==> src/rtl/hubris_consts.svh <==
`ifndef HUBRIS_CONSTS_SVH
`define HUBRIS_CONSTS_SVH

// ----------------------------------------------------------------------
// datapath geometry
// ----------------------------------------------------------------------
// word width in bits
`define HUBRIS_XLEN 32
// x0..x31
`define HUBRIS_REG_COUNT 32

// addi x0, x0, 0
`define HUBRIS_NOP_INST 32'h0000_0013

// ----------------------------------------------------------------------
// memory-mapped output port
// ----------------------------------------------------------------------
// read returns free bytes in the output buffer
`define HUBRIS_OUT_AVAIL_ADDR 32'h8000_0000
// any store pushes the low byte of rs2
`define HUBRIS_OUT_BYTES_ADDR 32'h8000_0004
// output buffer depth in bytes
`define HUBRIS_OUT_DEPTH 32

`endif

==> src/rtl/core_pkg.sv <==
package core_pkg;

    // major opcodes still decoded
    typedef enum logic [6:0] {
        OP_IMM = 7'b0010011,
        OP     = 7'b0110011,
        LUI    = 7'b0110111,
        LOAD   = 7'b0000011,
        STORE  = 7'b0100011
    } opcode_t;

    // alu operations
    // pass_b forwards operand b untouched, used by lui
    typedef enum logic [3:0] {
        ALU_ADD    = 4'd0,
        ALU_SUB    = 4'd1,
        ALU_SLT    = 4'd2,
        ALU_XOR    = 4'd3,
        ALU_OR     = 4'd4,
        ALU_AND    = 4'd5,
        ALU_SLL    = 4'd6,
        ALU_SRL    = 4'd7,
        ALU_PASS_B = 4'd8
    } alu_op_t;

    // where rd gets its value from
    typedef enum logic {
        WB_ALU     = 1'b0,
        WB_IO_READ = 1'b1
    } wb_src_t;

    // one instruction between decode and execute
    typedef struct packed {
        logic        valid;
        logic [4:0]  rd;
        logic        reg_write;
        alu_op_t     alu_op;
        logic        alu_use_imm;
        wb_src_t     wb_src;
        logic        is_store;
        logic [31:0] imm;
        logic [31:0] rs1_data;
        logic [31:0] rs2_data;
    } decoded_inst_t;

endpackage

==> src/rtl/io_pkg.sv <==
package io_pkg;

    // kind of memory-mapped access made by one instruction
    typedef enum logic [1:0] {
        IO_NONE       = 2'd0,
        IO_READ_AVAIL = 2'd1,
        IO_WRITE_BYTE = 2'd2
    } io_access_t;

    // byte pushed into the output buffer
    // valid is a single-cycle strobe
    typedef struct packed {
        logic       valid;
        logic [7:0] data;
    } byte_push_t;

endpackage

==> src/rtl/register_file.sv <==
`timescale 1ns/1ps
`include "hubris_consts.svh"

module register_file (
    input  logic                    clk,
    input  logic                    reset,
    // read ports, asynchronous
    input  logic [4:0]              rs1_addr,
    input  logic [4:0]              rs2_addr,
    output logic [`HUBRIS_XLEN-1:0] rs1_data,
    output logic [`HUBRIS_XLEN-1:0] rs2_data,
    // write port
    input  logic                    wr_en,
    input  logic [4:0]              wr_addr,
    input  logic [`HUBRIS_XLEN-1:0] wr_data
);

    logic [`HUBRIS_XLEN-1:0] regs [`HUBRIS_REG_COUNT];

    // all registers cleared on reset
    // x0 is never written, so it stays zero
    always_ff @(posedge clk) begin
        if (reset) begin
            for (int i = 0; i < `HUBRIS_REG_COUNT; i++) begin
                regs[i] <= '0;
            end
        end else if (wr_en && wr_addr != 5'd0) begin
            regs[wr_addr] <= wr_data;
        end
    end

    // combinational read
    assign rs1_data = regs[rs1_addr];
    assign rs2_data = regs[rs2_addr];

    // x0 survives writes aimed at it
    x0_stays_zero: assert property (
        @(posedge clk) disable iff (reset)
        wr_en |=> regs[0] == '0
    ) else $error("x0 changed after a register write");

endmodule

==> src/rtl/decode_stage.sv <==
`timescale 1ns/1ps
`include "hubris_consts.svh"

module decode_stage
    import core_pkg::*;
(
    input  logic                    clk,
    input  logic                    reset,
    // instruction strobe
    input  logic                    inst_valid,
    input  logic [`HUBRIS_XLEN-1:0] inst,
    // register file read
    output logic [4:0]              rs1_addr,
    output logic [4:0]              rs2_addr,
    input  logic [`HUBRIS_XLEN-1:0] rs1_data,
    input  logic [`HUBRIS_XLEN-1:0] rs2_data,
    // write of the instruction now in execute
    input  logic                    bypass_en,
    input  logic [4:0]              bypass_addr,
    input  logic [`HUBRIS_XLEN-1:0] bypass_data,
    // registered towards execute
    output decoded_inst_t           decoded
);

    // ----------------------------------------------------------------------
    // control and immediate generation
    // ----------------------------------------------------------------------
    // operands are left at zero here
    function automatic decoded_inst_t decode_word(input logic [31:0] word);
        decoded_inst_t d;
        logic [2:0]    funct3;
        logic [6:0]    funct7;
        funct3 = word[14:12];
        funct7 = word[31:25];
        d = '0;
        d.rd = word[11:7];
        d.valid = 1'b1;
        d.wb_src = WB_ALU;
        d.alu_op = ALU_ADD;
        case (opcode_t'(word[6:0]))
            OP_IMM: begin
                // i-type immediate, shamt sits in its low bits
                d.imm = {{20{word[31]}}, word[31:20]};
                d.alu_use_imm = 1'b1;
                d.reg_write = 1'b1;
                case (funct3)
                    3'b000: d.alu_op = ALU_ADD;
                    3'b010: d.alu_op = ALU_SLT;
                    3'b100: d.alu_op = ALU_XOR;
                    3'b110: d.alu_op = ALU_OR;
                    3'b111: d.alu_op = ALU_AND;
                    3'b001: d.alu_op = ALU_SLL;
                    // srai is not kept
                    3'b101: d.alu_op = ALU_SRL;
                    default: d.valid = 1'b0;
                endcase
                if ((funct3 == 3'b001 || funct3 == 3'b101) && funct7 != 7'b0) begin
                    d.valid = 1'b0;
                end
            end
            OP: begin
                d.reg_write = 1'b1;
                case ({funct7, funct3})
                    {7'b0000000, 3'b000}: d.alu_op = ALU_ADD;
                    {7'b0100000, 3'b000}: d.alu_op = ALU_SUB;
                    {7'b0000000, 3'b001}: d.alu_op = ALU_SLL;
                    {7'b0000000, 3'b010}: d.alu_op = ALU_SLT;
                    {7'b0000000, 3'b100}: d.alu_op = ALU_XOR;
                    {7'b0000000, 3'b101}: d.alu_op = ALU_SRL;
                    {7'b0000000, 3'b110}: d.alu_op = ALU_OR;
                    {7'b0000000, 3'b111}: d.alu_op = ALU_AND;
                    default: d.valid = 1'b0;
                endcase
            end
            LUI: begin
                // u-type immediate straight through the alu
                d.imm = {word[31:12], 12'b0};
                d.alu_use_imm = 1'b1;
                d.alu_op = ALU_PASS_B;
                d.reg_write = 1'b1;
            end
            LOAD: begin
                // only lw, address = rs1 + imm
                d.imm = {{20{word[31]}}, word[31:20]};
                d.alu_use_imm = 1'b1;
                d.reg_write = 1'b1;
                d.wb_src = WB_IO_READ;
                d.valid = (funct3 == 3'b010);
            end
            STORE: begin
                // sb and sw, s-type immediate
                d.imm = {{20{word[31]}}, word[31:25], word[11:7]};
                d.alu_use_imm = 1'b1;
                d.is_store = 1'b1;
                d.valid = (funct3 == 3'b000 || funct3 == 3'b010);
            end
            default: d.valid = 1'b0;
        endcase
        // invalid entries must not write anything
        if (!d.valid) begin
            d.reg_write = 1'b0;
            d.is_store = 1'b0;
        end
        return d;
    endfunction

    // ----------------------------------------------------------------------
    // operand read with bypass
    // ----------------------------------------------------------------------
    decoded_inst_t next_entry;
    decoded_inst_t idle_entry;

    assign rs1_addr = inst[19:15];
    assign rs2_addr = inst[24:20];

    always_comb begin
        next_entry = decode_word(inst);
        // execute writes this cycle, regfile not yet updated
        if (bypass_en && bypass_addr == rs1_addr && rs1_addr != 5'd0) begin
            next_entry.rs1_data = bypass_data;
        end else begin
            next_entry.rs1_data = rs1_data;
        end
        if (bypass_en && bypass_addr == rs2_addr && rs2_addr != 5'd0) begin
            next_entry.rs2_data = bypass_data;
        end else begin
            next_entry.rs2_data = rs2_data;
        end
    end

    // nop bubble, never valid
    always_comb begin
        idle_entry = decode_word(`HUBRIS_NOP_INST);
        idle_entry.valid = 1'b0;
        idle_entry.reg_write = 1'b0;
    end

    // decode register
    always_ff @(posedge clk) begin
        if (reset || !inst_valid) begin
            decoded <= idle_entry;
        end else begin
            decoded <= next_entry;
        end
    end

    // only a strobed instruction reaches execute
    valid_follows_strobe: assert property (
        @(posedge clk) disable iff (reset)
        decoded.valid |-> $past(inst_valid)
    ) else $error("decoded entry valid without an instruction strobe");

endmodule

==> src/rtl/execute_stage.sv <==
`timescale 1ns/1ps
`include "hubris_consts.svh"

module execute_stage
    import core_pkg::*;
    import io_pkg::*;
(
    input  decoded_inst_t           decoded,
    // register write, also fed back to decode
    output logic                    wr_en,
    output logic [4:0]              wr_addr,
    output logic [`HUBRIS_XLEN-1:0] wr_data,
    // output buffer side
    output byte_push_t              push,
    input  logic [`HUBRIS_XLEN-1:0] out_avail
);

    logic [`HUBRIS_XLEN-1:0] op_a;
    logic [`HUBRIS_XLEN-1:0] op_b;
    logic [`HUBRIS_XLEN-1:0] alu_result;
    io_access_t              access;

    // ----------------------------------------------------------------------
    // alu
    // ----------------------------------------------------------------------
    assign op_a = decoded.rs1_data;
    // immediate for op-imm, lui and address math
    assign op_b = decoded.alu_use_imm ? decoded.imm : decoded.rs2_data;

    always_comb begin
        case (decoded.alu_op)
            ALU_ADD:    alu_result = op_a + op_b;
            ALU_SUB:    alu_result = op_a - op_b;
            ALU_SLT:    alu_result = `HUBRIS_XLEN'($signed(op_a) < $signed(op_b));
            ALU_XOR:    alu_result = op_a ^ op_b;
            ALU_OR:     alu_result = op_a | op_b;
            ALU_AND:    alu_result = op_a & op_b;
            // shift amount from the low five bits
            ALU_SLL:    alu_result = op_a << op_b[4:0];
            ALU_SRL:    alu_result = op_a >> op_b[4:0];
            ALU_PASS_B: alu_result = op_b;
            default:    alu_result = '0;
        endcase
    end

    // ----------------------------------------------------------------------
    // memory-mapped access
    // ----------------------------------------------------------------------
    // alu result is the address for loads and stores
    always_comb begin
        access = IO_NONE;
        if (decoded.valid && decoded.is_store &&
            alu_result == `HUBRIS_OUT_BYTES_ADDR) begin
            access = IO_WRITE_BYTE;
        end else if (decoded.valid && decoded.wb_src == WB_IO_READ &&
                     alu_result == `HUBRIS_OUT_AVAIL_ADDR) begin
            access = IO_READ_AVAIL;
        end
    end

    // low byte of rs2, whatever the store width
    assign push.valid = (access == IO_WRITE_BYTE);
    assign push.data  = decoded.rs2_data[7:0];

    // ----------------------------------------------------------------------
    // write-back
    // ----------------------------------------------------------------------
    assign wr_en   = decoded.valid && decoded.reg_write;
    assign wr_addr = decoded.rd;

    // loads from other addresses read zero
    always_comb begin
        if (decoded.wb_src == WB_ALU) begin
            wr_data = alu_result;
        end else if (access == IO_READ_AVAIL) begin
            wr_data = out_avail;
        end else begin
            wr_data = '0;
        end
    end

endmodule

==> src/rtl/output_byte_buffer.sv <==
`timescale 1ns/1ps
`include "hubris_consts.svh"

module output_byte_buffer
    import io_pkg::*;
(
    input  logic                    clk,
    input  logic                    reset,
    // from the core
    input  byte_push_t              push,
    // external drain
    input  logic                    pop,
    output logic [7:0]              head_data,
    output logic [`HUBRIS_XLEN-1:0] free_count
);

    localparam int PTR_W = $clog2(`HUBRIS_OUT_DEPTH);
    localparam int CNT_W = PTR_W + 1;
    localparam logic [PTR_W-1:0] LAST_SLOT = PTR_W'(`HUBRIS_OUT_DEPTH - 1);
    localparam logic [CNT_W-1:0] FULL_COUNT = CNT_W'(`HUBRIS_OUT_DEPTH);

    logic [7:0]       mem [`HUBRIS_OUT_DEPTH];
    logic [PTR_W-1:0] wr_ptr;
    logic [PTR_W-1:0] rd_ptr;
    logic [CNT_W-1:0] count;
    logic             do_push;
    logic             do_pop;

    // full drops the push, empty ignores the pop
    assign do_push = push.valid && count != FULL_COUNT;
    assign do_pop  = pop && count != '0;

    // ----------------------------------------------------------------------
    // storage
    // ----------------------------------------------------------------------
    always_ff @(posedge clk) begin
        if (do_push) begin
            mem[wr_ptr] <= push.data;
        end
    end

    // oldest byte, garbage while empty
    assign head_data = mem[rd_ptr];

    // ----------------------------------------------------------------------
    // pointers and occupancy
    // ----------------------------------------------------------------------
    always_ff @(posedge clk) begin
        if (reset) begin
            wr_ptr <= '0;
            rd_ptr <= '0;
            count  <= '0;
        end else begin
            if (do_push) begin
                wr_ptr <= (wr_ptr == LAST_SLOT) ? '0 : wr_ptr + 1'b1;
            end
            if (do_pop) begin
                rd_ptr <= (rd_ptr == LAST_SLOT) ? '0 : rd_ptr + 1'b1;
            end
            // both at once leaves count unchanged
            case ({do_push, do_pop})
                2'b10:   count <= count + 1'b1;
                2'b01:   count <= count - 1'b1;
                default: count <= count;
            endcase
        end
    end

    // depth minus occupancy
    assign free_count = `HUBRIS_XLEN'(`HUBRIS_OUT_DEPTH) - `HUBRIS_XLEN'(count);

    count_in_range: assert property (
        @(posedge clk) disable iff (reset)
        count <= FULL_COUNT
    ) else $error("output buffer occupancy above depth");

endmodule

==> src/rtl/hubris_lite.sv <==
`timescale 1ns/1ps

module hubris_lite
    import core_pkg::*;
    import io_pkg::*;
(
    input  logic        clk,
    input  logic        reset,
    // instruction strobe
    input  logic        inst_valid,
    input  logic [31:0] inst,
    // output byte drain
    input  logic        io_output_en,
    output logic [7:0]  io_output_data,
    output logic [31:0] io_buffer_size_avai
);

    // ----------------------------------------------------------------------
    // interconnect
    // ----------------------------------------------------------------------
    logic [4:0]    rs1_addr;
    logic [4:0]    rs2_addr;
    logic [31:0]   rs1_data;
    logic [31:0]   rs2_data;
    decoded_inst_t decoded;
    // execute write, shared by regfile and bypass
    logic          wr_en;
    logic [4:0]    wr_addr;
    logic [31:0]   wr_data;
    byte_push_t    push;

    decode_stage decode_i (
        .clk         (clk),
        .reset       (reset),
        .inst_valid  (inst_valid),
        .inst        (inst),
        .rs1_addr    (rs1_addr),
        .rs2_addr    (rs2_addr),
        .rs1_data    (rs1_data),
        .rs2_data    (rs2_data),
        .bypass_en   (wr_en),
        .bypass_addr (wr_addr),
        .bypass_data (wr_data),
        .decoded     (decoded)
    );

    register_file regfile_i (
        .clk      (clk),
        .reset    (reset),
        .rs1_addr (rs1_addr),
        .rs2_addr (rs2_addr),
        .rs1_data (rs1_data),
        .rs2_data (rs2_data),
        .wr_en    (wr_en),
        .wr_addr  (wr_addr),
        .wr_data  (wr_data)
    );

    execute_stage execute_i (
        .decoded   (decoded),
        .wr_en     (wr_en),
        .wr_addr   (wr_addr),
        .wr_data   (wr_data),
        .push      (push),
        .out_avail (io_buffer_size_avai)
    );

    // free count goes both to the lw path and outside
    output_byte_buffer out_buf_i (
        .clk        (clk),
        .reset      (reset),
        .push       (push),
        .pop        (io_output_en),
        .head_data  (io_output_data),
        .free_count (io_buffer_size_avai)
    );

endmodule

==> config.mk <==
export PLATFORM = sky130hd
export DESIGN_NAME = hubris_lite
export DESIGN_NICKNAME = d
export VERILOG_FILES = /design/src/rtl/core_pkg.sv /design/src/rtl/io_pkg.sv /design/src/rtl/register_file.sv /design/src/rtl/decode_stage.sv /design/src/rtl/execute_stage.sv /design/src/rtl/output_byte_buffer.sv /design/src/rtl/hubris_lite.sv
export VERILOG_INCLUDE_DIRS = /design/src /design/src/rtl
export SDC_FILE = /design/constraint.sdc
export NUM_CORES = 2
export LEC_CHECK = 0
export BUFFER_PORTS_ARGS = -buffer_cell sky130_fd_sc_hd__buf_2
export CAP_MARGIN = 25
export CELL_PAD_IN_SITES_DETAIL_PLACEMENT = 1
export CELL_PAD_IN_SITES_GLOBAL_PLACEMENT = 2
export CORE_MARGIN = 2
export CORE_UTILIZATION = 30
export DETAILED_ROUTE_END_ITERATION = 16
export PLACE_DENSITY_LB_ADDON = 0.1
export RECOVER_POWER = 50
export SETUP_SLACK_MARGIN = 0.05
export SYNTH_ARGS = -nofsm -noshare
export SYNTH_HDL_FRONTEND = slang
export SYNTH_SLANG_ARGS = --single-unit
==> constraint.sdc <==
create_clock -name clk -period 15.3 [get_ports clk]
set_input_delay 1.53 -clock clk [delete_from_list [all_inputs] [get_ports clk]]
set_output_delay 1.53 -clock clk [all_outputs]
set_load 0.01 [all_outputs]
Word level (Yosys, flattened, before mapping)
Memory sizes are Yosys's and may differ from the RTL's. A register that Yosys moved wholly into a read port is not among the register bits.
Cells that the tools add are included.
- add/sub/neg operators: 7
- $mul: 0
- div/mod/pow operators: 0
- order comparisons: 1
- eq/ne operators: 35
- shifts and indexed selects: 2
- mux-type cells: 33
- bitwise operators: 4
- reduce and logical (&&, ||, !) cells: 27
- operator list (cell ; number):
    $pmux W32 S9 ; 1
    $mux W32 ; 4
    $pmux W32 S3 ; 1
    $eq A32 B32 Y1 const B ; 2
    $eq A10 B3 Y1 const B ; 4
    $add A32 B32 Y32 ; 1
    $and A32 B32 Y32 ; 1
    $lt A32 B32 Y1 ; 1
    $or A32 B32 Y32 ; 1
    $reduce_or A32 Y1 ; 1
    $shl A32 B5 Y32 ; 1
    $shr A32 B5 Y32 ; 1
    $sub A32 B32 Y32 ; 1
    $xor A32 B32 Y32 ; 1
    $mux W5 ; 5
    $eq A7 B6 Y1 const B ; 3
    $pmux W3 S7 ; 1
    $pmux W3 S6 ; 1
    $eq A4 B3 Y1 const B ; 4
    $mux W1 ; 16
    $eq A3 B3 Y1 const B ; 4
    $pmux W4 S3 ; 1
    $pmux W6 S2 ; 1
    $add A5 B1 Y5 const B ; 2
    34 further kinds ; 50
- register bits after elaboration: 62
- latch bits: 0
- memory bits (writable): 1280
- ROM bits: 0
- input bits: 36
- output and inout bits: 40
- logic and storage cells: 122
- memories: 2
- memories (memory ; depth ; bits a word ; rd ports ; clocked after Yosys merged registers in ; wr ports ; line ; RTL):
    regfile_i.regs ; 32 ; 32 ; 2 ; 2 ; 32 ; register_file.sv:18 ; logic [`HUBRIS_XLEN-1:0] regs [`HUBRIS_REG_COUNT];
    out_buf_i.mem ; 32 ; 8 ; 1 ; 1 ; 1 ; output_byte_buffer.sv:22 ; logic [7:0] mem [`HUBRIS_OUT_DEPTH];

Longest topological paths before layout
- depth in word-level cells: 11
- gate-level depth with buffers: 29

Modules after synthesis
From an unflattened synthesis, not the netlist that was laid out.
- cell total of the unflattened synthesis: 7162
- area total of the unflattened synthesis: 81798.5 um2
- modules (own cells, without submodules) (module ; instances ; cells an instance ; area an instance (um2) ; sequential area each (um2)):
    register_file ; 1 ; 4605 ; 55896.1 ; 30749.5
    output_byte_buffer ; 1 ; 671 ; 11415.9 ; 8107.8
    execute_stage ; 1 ; 1418 ; 10211.0 ; 0.0
    decode_stage ; 1 ; 468 ; 4275.4 ; 2202.1

Worst setup path after synthesis
OpenSTA, ideal clock, no wires.
- path type: reg-to-reg
- start point: register decode_i.decoded[0] (netlist name)
- end point: register out_buf_i.count[5]
- library setup time: 70 ps
- arrival time: 6477 ps
- setup slack: 8753 ps
- cell stages (with the launch flop): 29
- cells stage by stage: dfxtp_1 mux2i_4 inv_4 buf_2 buf_2 ha_1 inv_1 fa_1 nor2b_1 o31a_1 o21ai_0 o41a_1 o21ai_0 xnor2_1 a2111oi_0 nand4_1 nor4_2 and4_1 buf_2 inv_1 ha_1 ha_1 a21o_1 a21oi_1 o21bai_1 a21oi_1 xnor2_1 or3_1 a21oi_1
- word-level cells in the longest chain between the ends: 11
- RTL lines (element ; line ; RTL):
    $mux W32 * ; execute_stage.sv:28 ; assign op_b = decoded.alu_use_imm ? decoded.imm : decoded.rs2_data;
    $sub A32 B32 Y32 (tied with other cells) ; execute_stage.sv:33 ; ALU_SUB: alu_result = op_a - op_b;
    $pmux W32 S9 * ; execute_stage.sv:31 ; case (decoded.alu_op)
    $eq A32 B32 Y1 (no source line) ; n/a ;
    $logic_and A1 B1 Y1 (no source line) ; n/a ;
    $mux W1 ; execute_stage.sv:55 ; end else if (decoded.valid && decoded.wb_src == WB_IO_READ &&
    $mux W2 * ; execute_stage.sv:52 ; if (decoded.valid && decoded.is_store &&
    $eq A2 B2 Y1 * ; execute_stage.sv:62 ; assign push.valid = (access == IO_WRITE_BYTE);
    $logic_and A1 B1 Y1 * ; output_byte_buffer.sv:30 ; assign do_push = push.valid && count != FULL_COUNT;
    $eq A2 B1 Y1 or $eq A2 B2 Y1 (tied branches) ; output_byte_buffer.sv:61 ; case ({do_push, do_pop})
    $pmux W6 S2 or $reduce_bool A2 Y1 (tied branches) ; n/a ;
    end signal, assigned ; output_byte_buffer.sv:62 ; 2'b10: count <= count + 1'b1;
    end signal, assigned ; output_byte_buffer.sv:63 ; 2'b01: count <= count - 1'b1;
    end signal, assigned ; output_byte_buffer.sv:64 ; default: count <= count;
    end, declared ; output_byte_buffer.sv:25 ; logic [CNT_W-1:0] count;
Mark *: on every way between the ends. The rest lies on a longest branch, timed or not.
A chain may end at the register's enable or synchronous reset.

==> results.toml <==
[status]
status = "complete, but fails checks"
violations = "max-capacitance violations, max-slew violations"

[sta]
fmax_ghz = 0.1016
finalCriticalPeriod_ns = 9.846
fin_ws_ns = 5.454
tightest_slew_ns = 6.135
finalSetupViolCount = 0
relSlewSlack_pct = -309.0
fin_crit_sh_pct = 64.35
fin_worst_skew_ns = 0.07917
maxSlewViolCount = 1211
hold_viol = 0
final.setup.tns_ns = 0
rsz0062_at_grt = "false"

[placed_design]
portBuffers = 75
post_dp_cell_area_mm2 = 0.08085
dpl.hpwl_um = 213700
gp_congestion = 0.9306
pre_cts_ws_ns = 6.550

[clock_network]
postCtsHoldBufs = 0
h-tree-depth = 4
cts_made_buffers = 170
cts_buffer_depth = 3
postCtsSetupBuffers = 0
clkSinkCount = 1411
cts.clk_slew.worst_paths_ns = 0.06
clkLatencyLatePin_ns = 0.86
clock-root-buffer = "clkbuf_16"
cts_resized = 0
cts_tree = "done"

[detailed_routing]
num_vias = 51900
via_per_inst = 5.791
firstDrtPassIters = 6
drt-initial-drc-count = 5329
ant_nets = 0
wl_um = 338400
drcViolationCount = 0
post_drt_wl_per_cell_um = 37.76

[synth]
ys_seq_elements = 1411
ys_async_sr_fraction_pct = 0
yosys_warnings = 0
syn-cell-area_mm2 = 0.07612
syn_area_per_cell_um2 = 13.81
yosys.area.top_type_share_pct = 50.49
synth_most_common_cell = "edfxtp_1"
synthFlopType = "edfxtp_1"
synth_largest_area_cell = "edfxtp_1"
synth_cells = 5512
synth_edf_count = 1280
yosys-top-cells-area = "edfxtp_1 (50%), mux4_2 (22%), nor2_1 (5.7%)"
synth_cell_types = 88
synth_common_cells = "edfxtp_1 (1,280), nor2_1 (1,165), mux4_2 (744), clkbuf_1 (341), a21oi_1 (202)"
yosysSeqAreaShare_pct = 53.94

[final_layout]
nFillCells = 26240
drive_gt1_share_pct = 25.04
final_net_count = 5622
syn_to_final_growth_pct = 12.76
final_design_area_no_fill_mm2 = 0.08583

[floorplanning]
start_util_pct = 30.22
core-area_mm2 = 0.2519
die_w_um = 507.7
die_h_um = 507.7
ioPinCount = 76
rows = 184
die_area_mm2 = 0.2578

[setup_path]
crit_required_ns = 15.64
crit_arrival_ns = 10.18
path_max_fanout = 69
start_kind = "input port"
crit_type = "in2reg"
end_kind = "flip-flop"

[power]
ir_drop_mv = 0.1094
power-per-cell-area_mw_per_mm2 = 110.5
p_leak_nw = 28.18

[grt]
met1_usage_pct = 35.46
busiest_layer = "met2"
antenna_found_initial = 16
grt_max_degree = 114
grtUsageMet2_pct = 42.78
grt_usage_pct = 26.00
grt-ovfl-total = 0
grt_pass1_wl_um = 463900
grtUsageMet3_pct = 3.404
grt_pass1_vias = 53280

[job]
max_cap_viol_count = 47

[min_path]
hp-class = "reg2reg"
## metal layers
layer / up-vias / part of all wire [%]
met5: - / 0.0053
met4: 2 / 3.7
met3: 421 / 5.2
met2: 1790 / 48
met1: 28420 / 43
li1: 21260 / -
## final timing paths
kind | start | to | slack, ns | depth (start not counted)
worst max-delay path | reset | regfile_i.regs[4][23] | 5.45 | 4
worst max register to register | decode_i.decoded[7] | out_buf_i.count[5] | 6.01 | 23
worst min register to register | out_buf_i.rd_ptr[4] | flip-flop | 0.50 | 2
worst min-delay path | out_buf_i.rd_ptr[4] | flip-flop | 0.50 | 2
## cells in the final DEF (no fill, tap or decap), types with 112 or more instances in the layout
cell type,n
edfxtp_1,1280
nor2_1,1159
mux4_2,744
a21oi_1,191
clkbuf_16,170
buf_4,163
o21ai_0,146
dfxtp_1,128
nand2_1,121
inv_1,114
ha_1,112
## logic make-up (layout without fill, tap and decap cells)
logic type | count (synthesis) | count (layout) | synth area share [%]
AND/OR/NAND/NOR | 1635 | 1635 | 9.116
flip-flops | 1411 | 1411 | 53.94
multiplexers | 916 | 916 | 24.46
AO/OA/AOI/OAI | 738 | 738 | 6.419
buffers and inverters | 651 | 715 | 3.626
adder cells (fa/ha/maj) | 115 | 115 | 1.920
XOR/XNOR | 45 | 45 | 0.5178
other | 1 | 39 | 0.004926
## final cells by class
class | instances | area, µm² | area share (%)
Antenna cell | 7 | 17.52 | 0.02041
Clock buffer | 207 | 4403 | 5.130
Clock inverter | 101 | 859.6 | 1.001
Inverter | 119 | 451.7 | 0.5262
Multi-Input combinational cell | 3481 | 32850 | 38.27
Sequential cell | 1411 | 41070 | 47.84
Tap cell | 3348 | 4189 | 4.880
Timing Repair Buffer | 288 | 1997 | 2.327
## power by group
part           switching [mW]  internal (mW)  total [mW]
logic                   0.774          0.408        1.18
registers              0.0641           4.31        4.38
clock network            1.77           2.15        3.92
total                    2.61           6.87        9.48
## state kept, by name (all words and copies together), names as in the netlist, named ones only
register and flops:
regfile_i.regs 1024, out_buf_i.mem 256, decode_i.decoded 110, out_buf_i.count 6
out_buf_i.rd_ptr 5, out_buf_i.wr_ptr 5
## stage by stage
stage,utilization (%),power (mW),hold slack [ns],cells
after floorplan,-,5.094,0.4547,5543
after global placement,32.02,5.622,0.5163,8637
after detailed placement,32.10,5.636,0.5277,8647
after CTS,34.19,9.571,0.5307,8955
after global routing,34.07,9.768,0.5386,8957
final,34.08,9.481,0.5033,8962
## worst max-delay path, stage by stage
cell      delay, ns
clkbuf_1       0.70
clkbuf_1       4.17
nand2b_2       0.71
clkbuf_1       2.78
Power figures use the tool's default switching activity.
